## src/design/dispatch_pkg.sv

```systemverilog
package dispatch_pkg;

    localparam int XLEN      = 32;
    localparam int NUM_SLOTS = 2;     // dual issue
    localparam int NUM_SRC   = 2;     // source operands per instruction

    typedef logic [XLEN-1:0] word_t;      // data, pc or instruction word
    typedef logic [4:0]      reg_addr_t;  // x0 is hard-wired zero
    typedef logic [7:0]      alu_op_t;
    typedef logic [2:0]      alu_sel_t;

    // function class of memory instructions
    localparam alu_sel_t ALU_SEL_LOAD_STORE = 3'b111;

    localparam alu_op_t ALU_PCADDU12I = 8'h0e;  // pc-relative upper imm add

    // opcodes treated as loads by the load-use check
    localparam alu_op_t ALU_LDB  = 8'h20;
    localparam alu_op_t ALU_LDH  = 8'h21;
    localparam alu_op_t ALU_LDW  = 8'h22;
    localparam alu_op_t ALU_LDBU = 8'h23;
    localparam alu_op_t ALU_LDHU = 8'h24;
    localparam alu_op_t ALU_LLW  = 8'h25;
    localparam alu_op_t ALU_SCW  = 8'h26;   // sc.w returns a value, so it counts too

    // one decoded instruction from the decode stage
    typedef struct packed {
        logic                    valid;
        word_t                   pc;
        word_t                   inst;
        logic [NUM_SRC-1:0]      rd_en;         // one bit per source
        reg_addr_t [NUM_SRC-1:0] rd_addr;
        logic                    wr_en;
        reg_addr_t               wr_addr;
        word_t                   imm;
        alu_op_t                 alu_op;
        alu_sel_t                alu_sel;
        logic                    is_privilege;  // only steers dual issue
        logic                    is_cnt;        // only steers dual issue
    } dec_slot_t;

    // one bypass writer of a later stage
    typedef struct packed {
        logic      wr_en;
        reg_addr_t wr_addr;
        word_t     wr_data;
    } fwd_port_t;

    // one issued instruction as seen by execute
    typedef struct packed {
        logic      valid;
        word_t     pc;
        word_t     inst;
        alu_op_t   alu_op;
        alu_sel_t  alu_sel;
        logic      wr_en;
        reg_addr_t wr_addr;
        word_t     src1;
        word_t     src2;
    } iss_slot_t;

    // register file read data of one slot, index is the source number
    typedef struct packed {
        word_t [NUM_SRC-1:0] data;
    } rf_pair_t;

endpackage

```

## src/design/dispatch_ctrl.sv

```systemverilog
`timescale 1ns/1ps

module dispatch_ctrl (
    input  dispatch_pkg::dec_slot_t [dispatch_pkg::NUM_SLOTS-1:0] slot_i,
    input  dispatch_pkg::fwd_port_t [dispatch_pkg::NUM_SLOTS-1:0] ex_fwd_i,
    input  dispatch_pkg::alu_op_t   [dispatch_pkg::NUM_SLOTS-1:0] ex_alu_op_i,
    input  logic                                                  pause_i,
    input  logic                                                  flush_i,
    input  logic                                                  ex_pause_i,
    output logic [dispatch_pkg::NUM_SLOTS-1:0]                    issue_en,
    output logic [dispatch_pkg::NUM_SLOTS-1:0]                    grant_o,
    output logic                                                  load_use_stall_o,
    output logic                                                  clear_en,
    output logic                                                  hold_en
);
    import dispatch_pkg::*;

    logic [NUM_SLOTS-1:0] slot_valid;
    logic                 mem_inst;     // any memory-class slot
    logic                 cnt_inst;     // any counter read
    logic                 priv_inst;    // any privileged slot
    logic                 raw_hazard;   // slot 1 needs slot 0 result
    logic                 dual_ok;
    logic                 ex_load;      // load sitting in execute
    logic [NUM_SLOTS-1:0] load_dep;     // per slot dependency on that load

    function automatic logic is_load(input alu_op_t op);
        case (op)
            ALU_LDB, ALU_LDH, ALU_LDW,
            ALU_LDBU, ALU_LDHU,
            ALU_LLW, ALU_SCW: is_load = 1'b1;
            default:          is_load = 1'b0;
        endcase
    endfunction

    // conditions that force single issue
    always_comb begin
        mem_inst  = 1'b0;
        cnt_inst  = 1'b0;
        priv_inst = 1'b0;
        for (int i = 0; i < NUM_SLOTS; i++) begin
            slot_valid[i] = slot_i[i].valid;
            mem_inst      = mem_inst  | (slot_i[i].alu_sel == ALU_SEL_LOAD_STORE);
            cnt_inst      = cnt_inst  | slot_i[i].is_cnt;
            priv_inst     = priv_inst | slot_i[i].is_privilege;
        end
    end

    // read-after-write inside the bundle
    always_comb begin
        raw_hazard = 1'b0;
        for (int s = 0; s < NUM_SRC; s++) begin
            if (slot_i[1].rd_en[s] && (slot_i[1].rd_addr[s] == slot_i[0].wr_addr)) begin
                raw_hazard = 1'b1;
            end
        end
        raw_hazard = raw_hazard && slot_i[0].wr_en && (slot_i[0].wr_addr != '0);
    end

    assign dual_ok = (&slot_valid) && !mem_inst && !cnt_inst && !priv_inst && !raw_hazard;

    // older slot goes first when the pair cannot issue together
    always_comb begin
        if (dual_ok) begin
            issue_en = 2'b11;
        end else if (slot_valid[0]) begin
            issue_en = 2'b01;
        end else if (slot_valid[1]) begin
            issue_en = 2'b10;
        end else begin
            issue_en = 2'b00;
        end
    end

    assign grant_o = pause_i ? '0 : issue_en;  // decode keeps its slots while paused

    assign ex_load = is_load(ex_alu_op_i[0]) || is_load(ex_alu_op_i[1]);

    // loads only issue alone, so writer 0 carries the load destination
    always_comb begin
        load_dep = '0;
        for (int i = 0; i < NUM_SLOTS; i++) begin
            for (int s = 0; s < NUM_SRC; s++) begin
                if (slot_i[i].rd_en[s] && (slot_i[i].rd_addr[s] == ex_fwd_i[0].wr_addr)) begin
                    load_dep[i] = 1'b1;
                end
            end
        end
    end

    assign load_use_stall_o = ex_load && (|load_dep);

    // a bubble goes to execute unless execute itself is stalled
    assign clear_en = flush_i || (load_use_stall_o && !ex_pause_i);
    assign hold_en  = pause_i && !clear_en;

endmodule

```

## src/design/operand_forward.sv

```systemverilog
`timescale 1ns/1ps

module operand_forward (
    input  dispatch_pkg::dec_slot_t                               slot_i,
    input  dispatch_pkg::rf_pair_t                                rf_i,
    input  dispatch_pkg::fwd_port_t [dispatch_pkg::NUM_SLOTS-1:0] ex_fwd_i,
    input  dispatch_pkg::fwd_port_t [dispatch_pkg::NUM_SLOTS-1:0] mem_fwd_i,
    input  dispatch_pkg::fwd_port_t [dispatch_pkg::NUM_SLOTS-1:0] wb_fwd_i,
    output dispatch_pkg::word_t                                   src1_o,
    output dispatch_pkg::word_t                                   src2_o
);
    import dispatch_pkg::*;

    word_t [NUM_SRC-1:0] base_val;   // rf data or immediate
    word_t [NUM_SRC-1:0] wb_val;     // after write-back bypass
    word_t [NUM_SRC-1:0] mem_val;    // after memory bypass
    word_t [NUM_SRC-1:0] ex_val;     // after execute bypass
    word_t [NUM_SRC-1:0] src;        // final operand
    logic                is_pcadd;

    // one stage of bypass, writer 0 beats writer 1
    function automatic word_t stage_pick(
        input fwd_port_t [NUM_SLOTS-1:0] fwd,
        input logic                      rd_en,
        input reg_addr_t                 rd_addr,
        input word_t                     lower
    );
        word_t res;
        res = lower;
        for (int w = NUM_SLOTS - 1; w >= 0; w--) begin
            if (fwd[w].wr_en && rd_en && (fwd[w].wr_addr == rd_addr)) begin
                res = fwd[w].wr_data;
            end
        end
        return res;
    endfunction

    always_comb begin
        for (int s = 0; s < NUM_SRC; s++) begin
            base_val[s] = slot_i.rd_en[s] ? rf_i.data[s] : slot_i.imm;
        end
    end

    // oldest stage first so younger results override it
    always_comb begin
        for (int s = 0; s < NUM_SRC; s++) begin
            wb_val[s] = stage_pick(wb_fwd_i, slot_i.rd_en[s], slot_i.rd_addr[s], base_val[s]);
        end
    end

    always_comb begin
        for (int s = 0; s < NUM_SRC; s++) begin
            mem_val[s] = stage_pick(mem_fwd_i, slot_i.rd_en[s], slot_i.rd_addr[s], wb_val[s]);
        end
    end

    always_comb begin
        for (int s = 0; s < NUM_SRC; s++) begin
            ex_val[s] = stage_pick(ex_fwd_i, slot_i.rd_en[s], slot_i.rd_addr[s], mem_val[s]);
        end
    end

    assign is_pcadd = (slot_i.alu_op == ALU_PCADDU12I);

    // x0 and pcaddu12i override any bypass hit
    always_comb begin
        for (int s = 0; s < NUM_SRC; s++) begin
            src[s] = ex_val[s];
            if (slot_i.rd_en[s] && (slot_i.rd_addr[s] == '0)) begin
                src[s] = '0;
            end
            if (slot_i.rd_en[s] && is_pcadd) begin
                src[s] = slot_i.pc;          // adder takes pc in place of rj
            end
        end
    end

    assign src1_o = src[0];
    assign src2_o = src[1];

endmodule

```

## src/design/issue_reg.sv

```systemverilog
`timescale 1ns/1ps

module issue_reg (
    input  logic                                                    clk,
    input  logic                                                    rst_n_i,
    input  dispatch_pkg::dec_slot_t [dispatch_pkg::NUM_SLOTS-1:0]   slot_i,
    input  dispatch_pkg::word_t
           [dispatch_pkg::NUM_SLOTS*dispatch_pkg::NUM_SRC-1:0]      src_i,
    input  logic [dispatch_pkg::NUM_SLOTS-1:0]                      issue_en,
    input  logic                                                    clear_en,
    input  logic                                                    hold_en,
    output dispatch_pkg::iss_slot_t [dispatch_pkg::NUM_SLOTS-1:0]   iss_slot_o
);
    import dispatch_pkg::*;

    iss_slot_t [NUM_SLOTS-1:0] iss_nxt;

    // ungranted slots become all-zero bubbles
    always_comb begin
        iss_nxt = '0;
        for (int i = 0; i < NUM_SLOTS; i++) begin
            if (issue_en[i]) begin
                iss_nxt[i].valid   = slot_i[i].valid;
                iss_nxt[i].pc      = slot_i[i].pc;
                iss_nxt[i].inst    = slot_i[i].inst;
                iss_nxt[i].alu_op  = slot_i[i].alu_op;
                iss_nxt[i].alu_sel = slot_i[i].alu_sel;
                iss_nxt[i].wr_en   = slot_i[i].wr_en;
                iss_nxt[i].wr_addr = slot_i[i].wr_addr;
                iss_nxt[i].src1    = src_i[i*NUM_SRC];
                iss_nxt[i].src2    = src_i[i*NUM_SRC+1];
            end
        end
    end

    always_ff @(posedge clk or negedge rst_n_i) begin
        if (!rst_n_i) begin
            iss_slot_o <= '0;
        end else if (clear_en) begin
            iss_slot_o <= '0;                // flush or load-use bubble
        end else if (!hold_en) begin
            iss_slot_o <= iss_nxt;
        end
    end

endmodule

```

## src/design/dispatch.sv

```systemverilog
`timescale 1ns/1ps

module dispatch (
    input  logic                                                  clk,
    input  logic                                                  rst_n_i,

    // decoded bundle and its register file reads
    input  dispatch_pkg::dec_slot_t [dispatch_pkg::NUM_SLOTS-1:0] slot_i,
    input  dispatch_pkg::rf_pair_t  [dispatch_pkg::NUM_SLOTS-1:0] rf_data_i,

    // bypass from later stages
    input  dispatch_pkg::fwd_port_t [dispatch_pkg::NUM_SLOTS-1:0] ex_fwd_i,
    input  dispatch_pkg::fwd_port_t [dispatch_pkg::NUM_SLOTS-1:0] mem_fwd_i,
    input  dispatch_pkg::fwd_port_t [dispatch_pkg::NUM_SLOTS-1:0] wb_fwd_i,
    input  dispatch_pkg::alu_op_t   [dispatch_pkg::NUM_SLOTS-1:0] ex_alu_op_i,

    input  logic                                                  pause_i,
    input  logic                                                  flush_i,
    input  logic                                                  ex_pause_i,

    output logic [dispatch_pkg::NUM_SLOTS-1:0]                    issue_grant_o,
    output logic                                                  load_use_stall_o,
    output dispatch_pkg::iss_slot_t [dispatch_pkg::NUM_SLOTS-1:0] iss_slot_o
);
    import dispatch_pkg::*;

    logic [NUM_SLOTS-1:0]          issue_en;
    logic                          clear_en;
    logic                          hold_en;
    word_t [NUM_SLOTS*NUM_SRC-1:0] src;       // slot-major operand words

    dispatch_ctrl u_ctrl (
        .slot_i           (slot_i),
        .ex_fwd_i         (ex_fwd_i),
        .ex_alu_op_i      (ex_alu_op_i),
        .pause_i          (pause_i),
        .flush_i          (flush_i),
        .ex_pause_i       (ex_pause_i),
        .issue_en         (issue_en),
        .grant_o          (issue_grant_o),
        .load_use_stall_o (load_use_stall_o),
        .clear_en         (clear_en),
        .hold_en          (hold_en)
    );

    operand_forward u_fwd0 (
        .slot_i    (slot_i[0]),
        .rf_i      (rf_data_i[0]),
        .ex_fwd_i  (ex_fwd_i),
        .mem_fwd_i (mem_fwd_i),
        .wb_fwd_i  (wb_fwd_i),
        .src1_o    (src[0]),
        .src2_o    (src[1])
    );

    operand_forward u_fwd1 (
        .slot_i    (slot_i[1]),
        .rf_i      (rf_data_i[1]),
        .ex_fwd_i  (ex_fwd_i),
        .mem_fwd_i (mem_fwd_i),
        .wb_fwd_i  (wb_fwd_i),
        .src1_o    (src[2]),
        .src2_o    (src[3])
    );

    issue_reg u_issue_reg (
        .clk        (clk),
        .rst_n_i    (rst_n_i),
        .slot_i     (slot_i),
        .src_i      (src),
        .issue_en   (issue_en),
        .clear_en   (clear_en),
        .hold_en    (hold_en),
        .iss_slot_o (iss_slot_o)
    );

endmodule

```

## config.mk

```make
export PLATFORM = sky130hd
export DESIGN_NAME = dispatch
export DESIGN_NICKNAME = d
export VERILOG_FILES = /design/src/design/dispatch_pkg.sv /design/src/design/dispatch_ctrl.sv /design/src/design/operand_forward.sv /design/src/design/issue_reg.sv /design/src/design/dispatch.sv
export SDC_FILE = /design/constraint.sdc
export NUM_CORES = 1
export LEC_CHECK = 0
export ABC_AREA = 1
export BUFFER_PORTS_ARGS = -buffer_cell sky130_fd_sc_hd__buf_2
export CORE_AREA = 2 2 366 368
export CTS_CLUSTER_SIZE = 8
export DETAILED_ROUTE_END_ITERATION = 16
export DIE_AREA = 0 0 368 370
export HOLD_SLACK_MARGIN = 0.1
export SYNTH_ARGS = -nofsm -noshare
export SYNTH_HDL_FRONTEND = slang
export SYNTH_SLANG_ARGS = --single-unit
```

## constraint.sdc

```tcl
create_clock -name clk -period 1.3 [get_ports clk]
set_clock_uncertainty 0.2 [all_clocks]
set_input_delay 0.13 -clock clk [delete_from_list [all_inputs] [get_ports clk]]
set_output_delay 0.13 -clock clk [all_outputs]
set_load 0.02 [all_outputs]
```

# After elaboration in Yosys (flattened, before gate mapping)
# Cells that the tools add are included.
# Widths: inputs -> output; s select.
# totals
ff_bits,292
in_bits,633
word_cells,210
# classes
n_eq_ne,49
n_reduce_logical,88
n_mux,52
n_bitwise,3
# op_table
cell,count
$mux 32,36
$mux 292,2
$mux 146,2
$eq 5x5->1,30
$eq 8x6->1 const B,14
$logic_and 1x1->1,71
$logic_not 5->1,4
$eq 8x4->1 const B,2
$reduce_or 7->1,2
$mux 1,8
$mux 2,4
$eq 3x3->1 const B,2
$logic_not 1->1,6
$reduce_bool 5->1,1
$or 1x1->1,3
$logic_or 1x1->1,2
$ne 2x2->1 const B,1
$reduce_and 2->1,1
$reduce_or 2->1,1

# Longest topological paths before layout
# Gate-level depths: netlist of run 1.
# depth
word_depth,13
depth_mapped,17
mapped_depth_nobuf,16

# Modules after synthesis
# From an unflattened synthesis of run 1, not the netlist that was laid out.
# hier_totals
cells_unflattened,5258
area_unflattened_um2,28284.6
# modules_own_cells
mod,cells_per_inst,area_each_um2,seq_area_each_um2,n_inst
operand_forward,1618,7095.6,0.0,2
issue_reg,1855,13370.3,7307.0,1
dispatch_ctrl,167,723.2,0.0,1

# Least setup slack after synthesis of run 1
# OpenSTA, ideal clock, no wires.
# synth_path
kind,input to register
from,input port slot_i[127] (netlist bit)
to,"register, netlist name u_issue_reg.iss_slot_o[217]"
setup_time_ns,0.076
cell_stages,11
t_required_ns,1.024
arrival_ns,1.741
path_slack_ns,-0.718
cell_sequence,inv_1 -> nor2_1 -> nand4_1 -> a311oi_1 -> nand2_1 -> nand2_1 -> nand3_1 -> buf_4 -> buf_6 -> buf_6 -> o21ai_1
# synth_via
elab_chain_len,9
elab_cells_between_ends,10
classes_between,mux (5); reduce/logical (5)
# synth_lines
item,line_no,source
from (decl),dispatch.sv:8,"input dispatch_pkg::dec_slot_t [dispatch_pkg::NUM_SLOTS-1:0] slot_i,"
$reduce_and 2->1,dispatch_ctrl.sv:60,assign dual_ok = (&slot_valid) && !mem_inst && !cnt_inst && !priv_inst && !raw_hazard;
$logic_and 1x1->1 (4 in series),dispatch_ctrl.sv:60,
$mux 2 (*),dispatch_ctrl.sv:64,if (dual_ok) begin
$mux 146 (*),issue_reg.sv:22,if (issue_en[i]) begin
$mux 292 (*),issue_reg.sv:41,end else if (!hold_en) begin
$mux 292 (*),issue_reg.sv:39,end else if (clear_en) begin
# Every way passes the cells marked *; elsewhere a longest branch is shown, timed or not. The select of a mux whose other input is x is not followed.
# A chain may end at the register's enable or synchronous reset.

# Worst setup path after layout of run 1
# layout_path
from,input port slot_i[187] (netlist bit)
to,"register, netlist name u_issue_reg.iss_slot_o[157]"
# layout_via
elab_chain_len,13
elab_cells_between_ends,43
classes_between,eq/ne (9); mux (14); reduce/logical (20)
# layout_lines
item,line_no,source
$eq 5x5->1,operand_forward.sv:31,if (fwd[w].wr_en && rd_en && (fwd[w].wr_addr == rd_addr)) begin
$logic_and 1x1->1,operand_forward.sv:31,
$mux 32 (6 in series),operand_forward.sv:31,
$mux 32,operand_forward.sv:69,if (slot_i.rd_en[s] && (slot_i.rd_addr[s] == '0)) begin
$mux 32,operand_forward.sv:72,if (slot_i.rd_en[s] && is_pcadd) begin
$mux 146,issue_reg.sv:22,
$mux 292,issue_reg.sv:41,
$mux 292,issue_reg.sv:39,
# Parallel ways exist; a longest one is shown, timed or not. The select of a mux whose other input is x is not followed.

==> results by group, run 1 <==
Run status
  • Outcome: finished with violations
  • Failing checks: negative setup slack

Layout
  • Max reg flops: 292
  • Fin util: 0.362
  • Fin area: 47900 um^2
  • Non-Filler Instances: 8073
  • Top flop regs: u_issue_reg.iss_slot_o: 292 flops
  • Largest Register: u_issue_reg.iss_slot_o
  • Filler Cell Count: 14056
  • Share of cells above drive strength 1: 0.364
  • Nets@finish: 6884
  • Most frequent cells in the layout: nand2_1, buf_2, nor2_1
  • Area delta synth->final: 81.0%
  • Most common cell after layout, fill and taps aside: nand2_1

Timing
  • Setup ws final: -0.507 ns
  • Hold Vio Cnt, Final: 0
  • Min Tclk post-route: 1.81 ns
  • Unrepaired setup endpoints after global routing: yes
  • Setup violations, final: 594
  • Worst-Margin Slew: 0.647 ns
  • Rel. slew slack: 0.564
  • Period utilization: 1.39
  • WHS: 0.0152 ns
  • TNS Setup: -174.92 ns
  • Fmax: 553 MHz
  • Slew Limit Fails: 0

Route
  • Routed Antenna Nets: 0
  • Vias/cell: 4.97
  • Via Count: 40098
  • DR iter-0 viols: 4466
  • DRC violations left: 0
  • First-pass DRT Iterations: 8
  • Wire per inst: 26.7 um
  • Routed WL: 216000 um

Pwr
  • Sequential power share: 0.281
  • Cell Pwr Density: 717 nW/um^2
  • Max VDD drop: 0.000865 V
  • Gate power share: 0.375
  • Pwr Total: 34.4 mW
  • Sw power: 12.9 mW
  • P_int: 21.4 mW
  • Switch share: 0.376
  • Lkg Pwr: 26.0 nW
  • Clock power frac: 0.344

Synth
  • Async set-reset flop share out of synthesis: 1.00
  • EDFF count, synth: 0
  • Primary FF master, synth: dfrtp_1
  • Syn_area_per_cell: 5.74 um^2
  • Netlist cell types: 35
  • Syn Nets: 5241
  • Synth Cell Area: 26500 um^2
  • Synth Register Bits: 292
  • Register area share after synthesis: 0.276
  • Post-synthesis cell count: 4608
  • Yosys warns: 0

Floorplan
  • Die Y: 370 um
  • Chip Width: 368 um
  • Core ar.: 132000 um^2
  • Die ar.: 136000 um^2
  • Row cnt: 134
  • Initial Util: 0.200
  • IO Pins: 928

Min path
  • Hold Path Stages: 7
  • Worst hold path class: in2reg

Global routing
  • Overall Global Routing Usage: 0.291
  • Vias in the first global route: 38274
  • Congestion Overflow GR: 0
  • Pin count of the biggest net entering global routing: 52
  • Global-route wire length before repair: 286000 um
  • Initial antenna violation count: 76

Worst setup path
  • Worst endpoint required time: 1.59 ns
  • Crit path max fanout: 8
  • Worst setup EP type: register
  • R2r worst-path depth: 2
  • Crit Path Class: in2reg
  • Reg-to-reg setup timing slack: 0.35 ns
  • Critical path arrival: 2.09 ns
  • Startpoint class of the critical path: input port

Placed design
  • Global placer's final weighted congestion: 0.963
  • DPL Wire Length: 161000 um
  • Placed instance area: 37600 um^2
  • Placement Setup Slack: -1.55 ns
  • # port buffers: 927
  • Placed insts: 7492

CTS
  • CTS Buf Count: 45
  • Hold-fix buffers, CTS: 334
  • Worst-Skew Late Latency: 0.61 ns
  • Clock sink count: 292
  • Clock Path Buffers: 3
  • H-tree levels: 2
  • Clock Root Buffer: clkbuf_16
  • Clock Pin Slew Worst Setup and Hold Paths: 0.09 ns
  • CTS tree: done

Run
  • Total of max-cap violations: 0
cells by family after synthesis:
group | after synthesis | share of synthesized area
AO/OA/AOI/OAI | 607 | 0.129
XOR/XNOR | 12 | 0.00397
buffers and inverters | 705 | 0.113
flip-flops | 292 | 0.276
multiplexers | 46 | 0.0196
AND/OR/NAND/NOR | 2946 | 0.458
layout make-up:
cell class	instances	area [um^2]	area share
Clock inverter	9	171	0.00358
Multi-Input combinational cell	3611	18200	0.381
Clock buffer	49	1170	0.0244
Tap cell	1768	2210	0.0462
Antenna cell	43	108	0.00225
Sequential cell	292	7320	0.153
Inverter	380	1560	0.0326
Timing Repair Buffer	1921	17100	0.358
synthesized netlist by cell type, types with 5 or more instances:
library cell | number | share of area
o22ai_1 | 48 | 0.011
xor2_1 | 7 | 0.0023
xnor2_1 | 5 | 0.0017
buf_4 | 22 | 0.0062
o21ai_0 | 58 | 0.011
inv_2 | 26 | 0.0037
o21ai_2 | 78 | 0.026
buf_6 | 13 | 0.0055
clkbuf_1 | 155 | 0.022
nor3_2 | 6 | 0.0023
dfrtp_1 | 292 | 0.28
a21oi_1 | 342 | 0.065
nor2_2 | 11 | 0.0026
nor2_1 | 815 | 0.12
inv_1 | 353 | 0.050
buf_2 | 133 | 0.025
nand2_1 | 1533 | 0.22
nand4_1 | 172 | 0.041
nor3_1 | 12 | 0.0023
nand3_1 | 383 | 0.072
mux2_2 | 46 | 0.020
o21ai_1 | 74 | 0.014
repair_timing:
action | in CTS | in global routing
gates cloned | 25 | 42
setup buffers | 32 | 56
pin swaps | 38 | 153
endpoints found under the hold margin | 583 | 17
gates resized for setup | 314 | 505
setup endpoints to repair | 586 | 594
metal layers:
layer / global-route usage / wire length, um / part of all wire
met1: 0.350 / 83400 / 0.39
met3: 0.0592 / 20300 / 0.094
met4: 0.105 / 10100 / 0.047
met2: 0.511 / 102000 / 0.47
met5: 0 / 324 / 0.0015
power by group through the flow:
stage	clock, mW	combinational, mW	sequential, mW
after global routing	12.5	13.6	9.68
after detailed placement	0	10.3	9.78
after floorplan	0	3.94	10.1
after CTS	12.2	11.8	9.64
final	11.8	12.9	9.65
after global placement	0	10.3	9.78
final timing paths:
check / from / endpoint
hold / removal: flush_i / u_issue_reg.iss_slot_o[147]
setup reg to reg: u_issue_reg.iss_slot_o[168] / u_issue_reg.iss_slot_o[168]
hold reg to reg: u_issue_reg.iss_slot_o[5] / u_issue_reg.iss_slot_o[5]
max in group asynchronous: rst_n_i / u_issue_reg.iss_slot_o[80]
setup / recovery: slot_i[187] / u_issue_reg.iss_slot_o[157]
min in group asynchronous: rst_n_i / u_issue_reg.iss_slot_o[155]
worst max-delay path: stages:
cell and delay, ns:
buf_6 0.14, buf_4 0.16, nand2_1 0.06, a21oi_2 0.16, nand3_2 0.16, buf_4 0.17
buf_4 0.13, nor2_4 0.11, buf_12 0.18, buf_12 0.16, buf_6 0.11, a21oi_1 0.05
nand2_1 0.09, nand2_2 0.11, nand2_1 0.09, nand2_1 0.06
(Power assumes the default switching activity.)
==> run 2, diff against run 1 <==
--- a/config.mk
+++ b/config.mk
@@ -12,6 +12,7 @@
 export DETAILED_ROUTE_END_ITERATION = 16
 export DIE_AREA = 0 0 368 370
 export HOLD_SLACK_MARGIN = 0.1
+export PLACE_DENSITY_LB_ADDON = 0.08
 export SYNTH_ARGS = -nofsm -noshare
 export SYNTH_HDL_FRONTEND = slang
 export SYNTH_SLANG_ARGS = --single-unit
==> results by group, run 2 (synthesized netlist as in run 1, its figures left out) <==
Run status
  • Outcome: finished with violations
  • Failing checks: negative hold slack, negative setup slack

Route
  • Vias/cell: 4.77 (-4.0%)
  • Routed Antenna Nets: 0 (unchanged)
  • Routed WL: 206000 um (-4.3%)
  • DR iter-0 viols: 3077 (-31%)
  • Wire per inst: 25.6 um (-4.2%)
  • Via Count: 38436 (-4.1%)
  • First-pass DRT Iterations: 5 (-3)
  • DRC violations left: 0 (unchanged)

Layout
  • Most common cell after layout, fill and taps aside: nand2_1
  • Most frequent cells in the layout: nand2_1, buf_2, nor2_1
  • Max reg flops: 292 (unchanged)
  • Fin area: 48400 um^2 (+0.96%)
  • Nets@finish: 6879 (-0.073%)
  • FF+latch area: 7310 um^2 (-0.15%)
  • Share of cells above drive strength 1: 0.395 (+0.0310)
  • Top flop regs: u_issue_reg.iss_slot_o: 292 flops
  • Non-Filler Instances: 8060 (-0.16%)
  • Area of the multi-input gates: 18800 um^2 (+3.1%)
  • Filler Cell Count: 14564 (+3.6%)
  • Largest Register: u_issue_reg.iss_slot_o
  • Area delta synth->final: 82.8%

Global routing
  • Congestion Overflow GR: 0 (unchanged)
  • Overall Global Routing Usage: 0.280 (-0.0116)
  • Global-route wire length before repair: 276000 um (-3.3%)
  • Pin count of the biggest net entering global routing: 63 (+21%)
  • Initial antenna violation count: 77 (+1.3%)
  • Vias in the first global route: 38231 (-0.11%)

Run
  • Total of max-cap violations: 0 (unchanged)

Floorplan
  • Initial Util: 0.200 (unchanged)
  • Die ar.: 136000 um^2 (unchanged)
  • IO Pins: 928 (unchanged)
  • Die Y: 370 um (unchanged)
  • Chip Width: 368 um (unchanged)
  • Row cnt: 134 (unchanged)
  • Core ar.: 132000 um^2 (unchanged)

CTS
  • Clock sink count: 292 (unchanged)
  • Worst-Skew Late Latency: 0.59 ns (-0.02 ns)
  • CTS Buf Count: 44 (-2.2%)
  • Clock Path Buffers: 3 (unchanged)
  • CTS tree: done
  • Clock Root Buffer: clkbuf_16
  • Clock Pin Slew Worst Setup and Hold Paths: 0.05 ns (-0.04 ns)
  • H-tree levels: 2 (unchanged)

Timing
  • WHS: -0.0130 ns (-0.0281 ns)
  • Setup violations, final: 594 (unchanged)
  • Fmax: 559 MHz (+1.0%)
  • Slew Limit Fails: 0 (unchanged)
  • Rel. slew slack: 0.632 (+0.0681)
  • Min Tclk post-route: 1.79 ns (-0.0180 ns)
  • Worst-Margin Slew: 0.547 ns (-0.0998 ns)
  • Period utilization: 1.38 (-0.0139)
  • Hold Vio Cnt, Final: 15 (+15)
  • TNS Setup: -150.51 ns (+24.41 ns)
  • Setup ws final: -0.489 ns (+0.0180 ns)
  • Unrepaired setup endpoints after global routing: yes

Pwr
  • Sw power: 12.3 mW (-4.8%)
  • Clock power frac: 0.321 (-0.023)
  • Pwr Total: 33.1 mW (-3.6%)
  • Sequential power share: 0.290 (+0.009)
  • Gate power share: 0.389 (+0.014)
  • Cell Pwr Density: 685 nW/um^2 (-4.5%)
  • Max VDD drop: 0.000870 V (+0.59%)
  • Switch share: 0.372 (-0.00462)
  • P_int: 20.8 mW (-2.9%)
  • Lkg Pwr: 26.1 nW (+0.36%)

Placed design
  • Placement Setup Slack: -1.31 ns (+0.242 ns)
  • # port buffers: 927 (unchanged)
  • DPL Wire Length: 153000 um (-5.0%)
  • Global placer's final weighted congestion: 0.933 (-3.0%)
  • Placed insts: 7480 (-0.16%)
  • Placed instance area: 37600 um^2 (about the same)

Worst setup path
  • R2r worst-path depth: 2 (unchanged)
  • Crit path max fanout: 10 (+2)
  • Crit Path Class: in2reg
  • Critical path arrival: 2.13 ns (+0.04 ns)
  • Crit-path cells: buf_8, clkinvlp_4, buf_4, nand2_2, nand2_2, nor3_4, nand3_4, clkbuf_16, nand3_1, nand3_1, nand2_1, nand2_1, nand2_1, nand2_1, nand2_1, nand2_1, nand2_1
  • CP peak stage delay: 0.24 ns (+0.06 ns)
  • Most Frequent Cell on Critical Path: nand2_1
  • Worst endpoint required time: 1.64 ns (+0.05 ns)
  • Worst setup EP type: register
  • Worst path slowest cell: clkbuf_16
  • Startpoint class of the critical path: input port

Min path
  • Worst hold path class: in2async
run 2: per-stage QoR:
step,util,hold WS [ns]
2_1_floorplan,-,-0.366
3_3_place_gp,0.284,-0.223
3_5_place_dp,0.284,-0.218
4_1_cts,0.341,-0.273
5_1_grt,0.365,-0.000381
6_report,0.365,-0.0130
run 2: what timing repair did:
action,4_1_cts,5_1_grt
hold buffers,310,2
setup endpoints to repair,586,586
resized for setup,496,474
buffers inserted,57,42
pin swaps,96,144
hold endpoints to repair,582,85
cloned,36,49
run 2: cell type report:
type                    instances  area share
diodes                         35     0.00181
clock buffers                  52      0.0238
clock inverters                 5     0.00124
inverters                     380      0.0323
multi-input cells            3611       0.389
flip-flops and latches        292       0.151
well taps                    1768      0.0457
repair buffers               1916       0.355
repair inverters                1    0.000129
run 2: per-layer routing:
metal  routed length (um)  track usage  up-vias
li1                     -            -    18145
met1                83400        0.334    18479
met2               101000        0.508     1439
met3                14700       0.0533      331
met4                 6740       0.0748       42
met5                  253            0        -
run 2: worst paths after layout:
| kind | start | end | slack (ns) |
|---|---|---|---|
| setup / recovery | wb_fwd_i[35] | u_issue_reg.iss_slot_o[164] | -0.49 |
| hold / removal | rst_n_i | u_issue_reg.iss_slot_o[84] | -0.01 |
| setup reg to reg | u_issue_reg.iss_slot_o[211] | u_issue_reg.iss_slot_o[211] | 0.44 |
| hold reg to reg | u_issue_reg.iss_slot_o[179] | u_issue_reg.iss_slot_o[179] | 0.27 |
| max in group asynchronous | rst_n_i | u_issue_reg.iss_slot_o[103] | -0.02 |
| min in group clk | mem_fwd_i[38] | u_issue_reg.iss_slot_o[178] | 0.11 |
run 2: worst max-delay path: cells and delay by family:
kind / cells / cell delay [ns]
buffers and inverters: 4 / 0.59
AND/OR/NAND/NOR: 13 / 1.38
run 2: power groups by stage:
stage / Clock [mW] / Combinational (mW) / Sequential (mW)
final: 10.7 / 12.9 / 9.60
after global routing: 11.4 / 13.7 / 9.63
after CTS: 11.1 / 12.0 / 9.60
after detailed placement: 0 / 10.1 / 9.74
after global placement: 0 / 10.1 / 9.74
after floorplan: 0 / 3.94 / 10.1
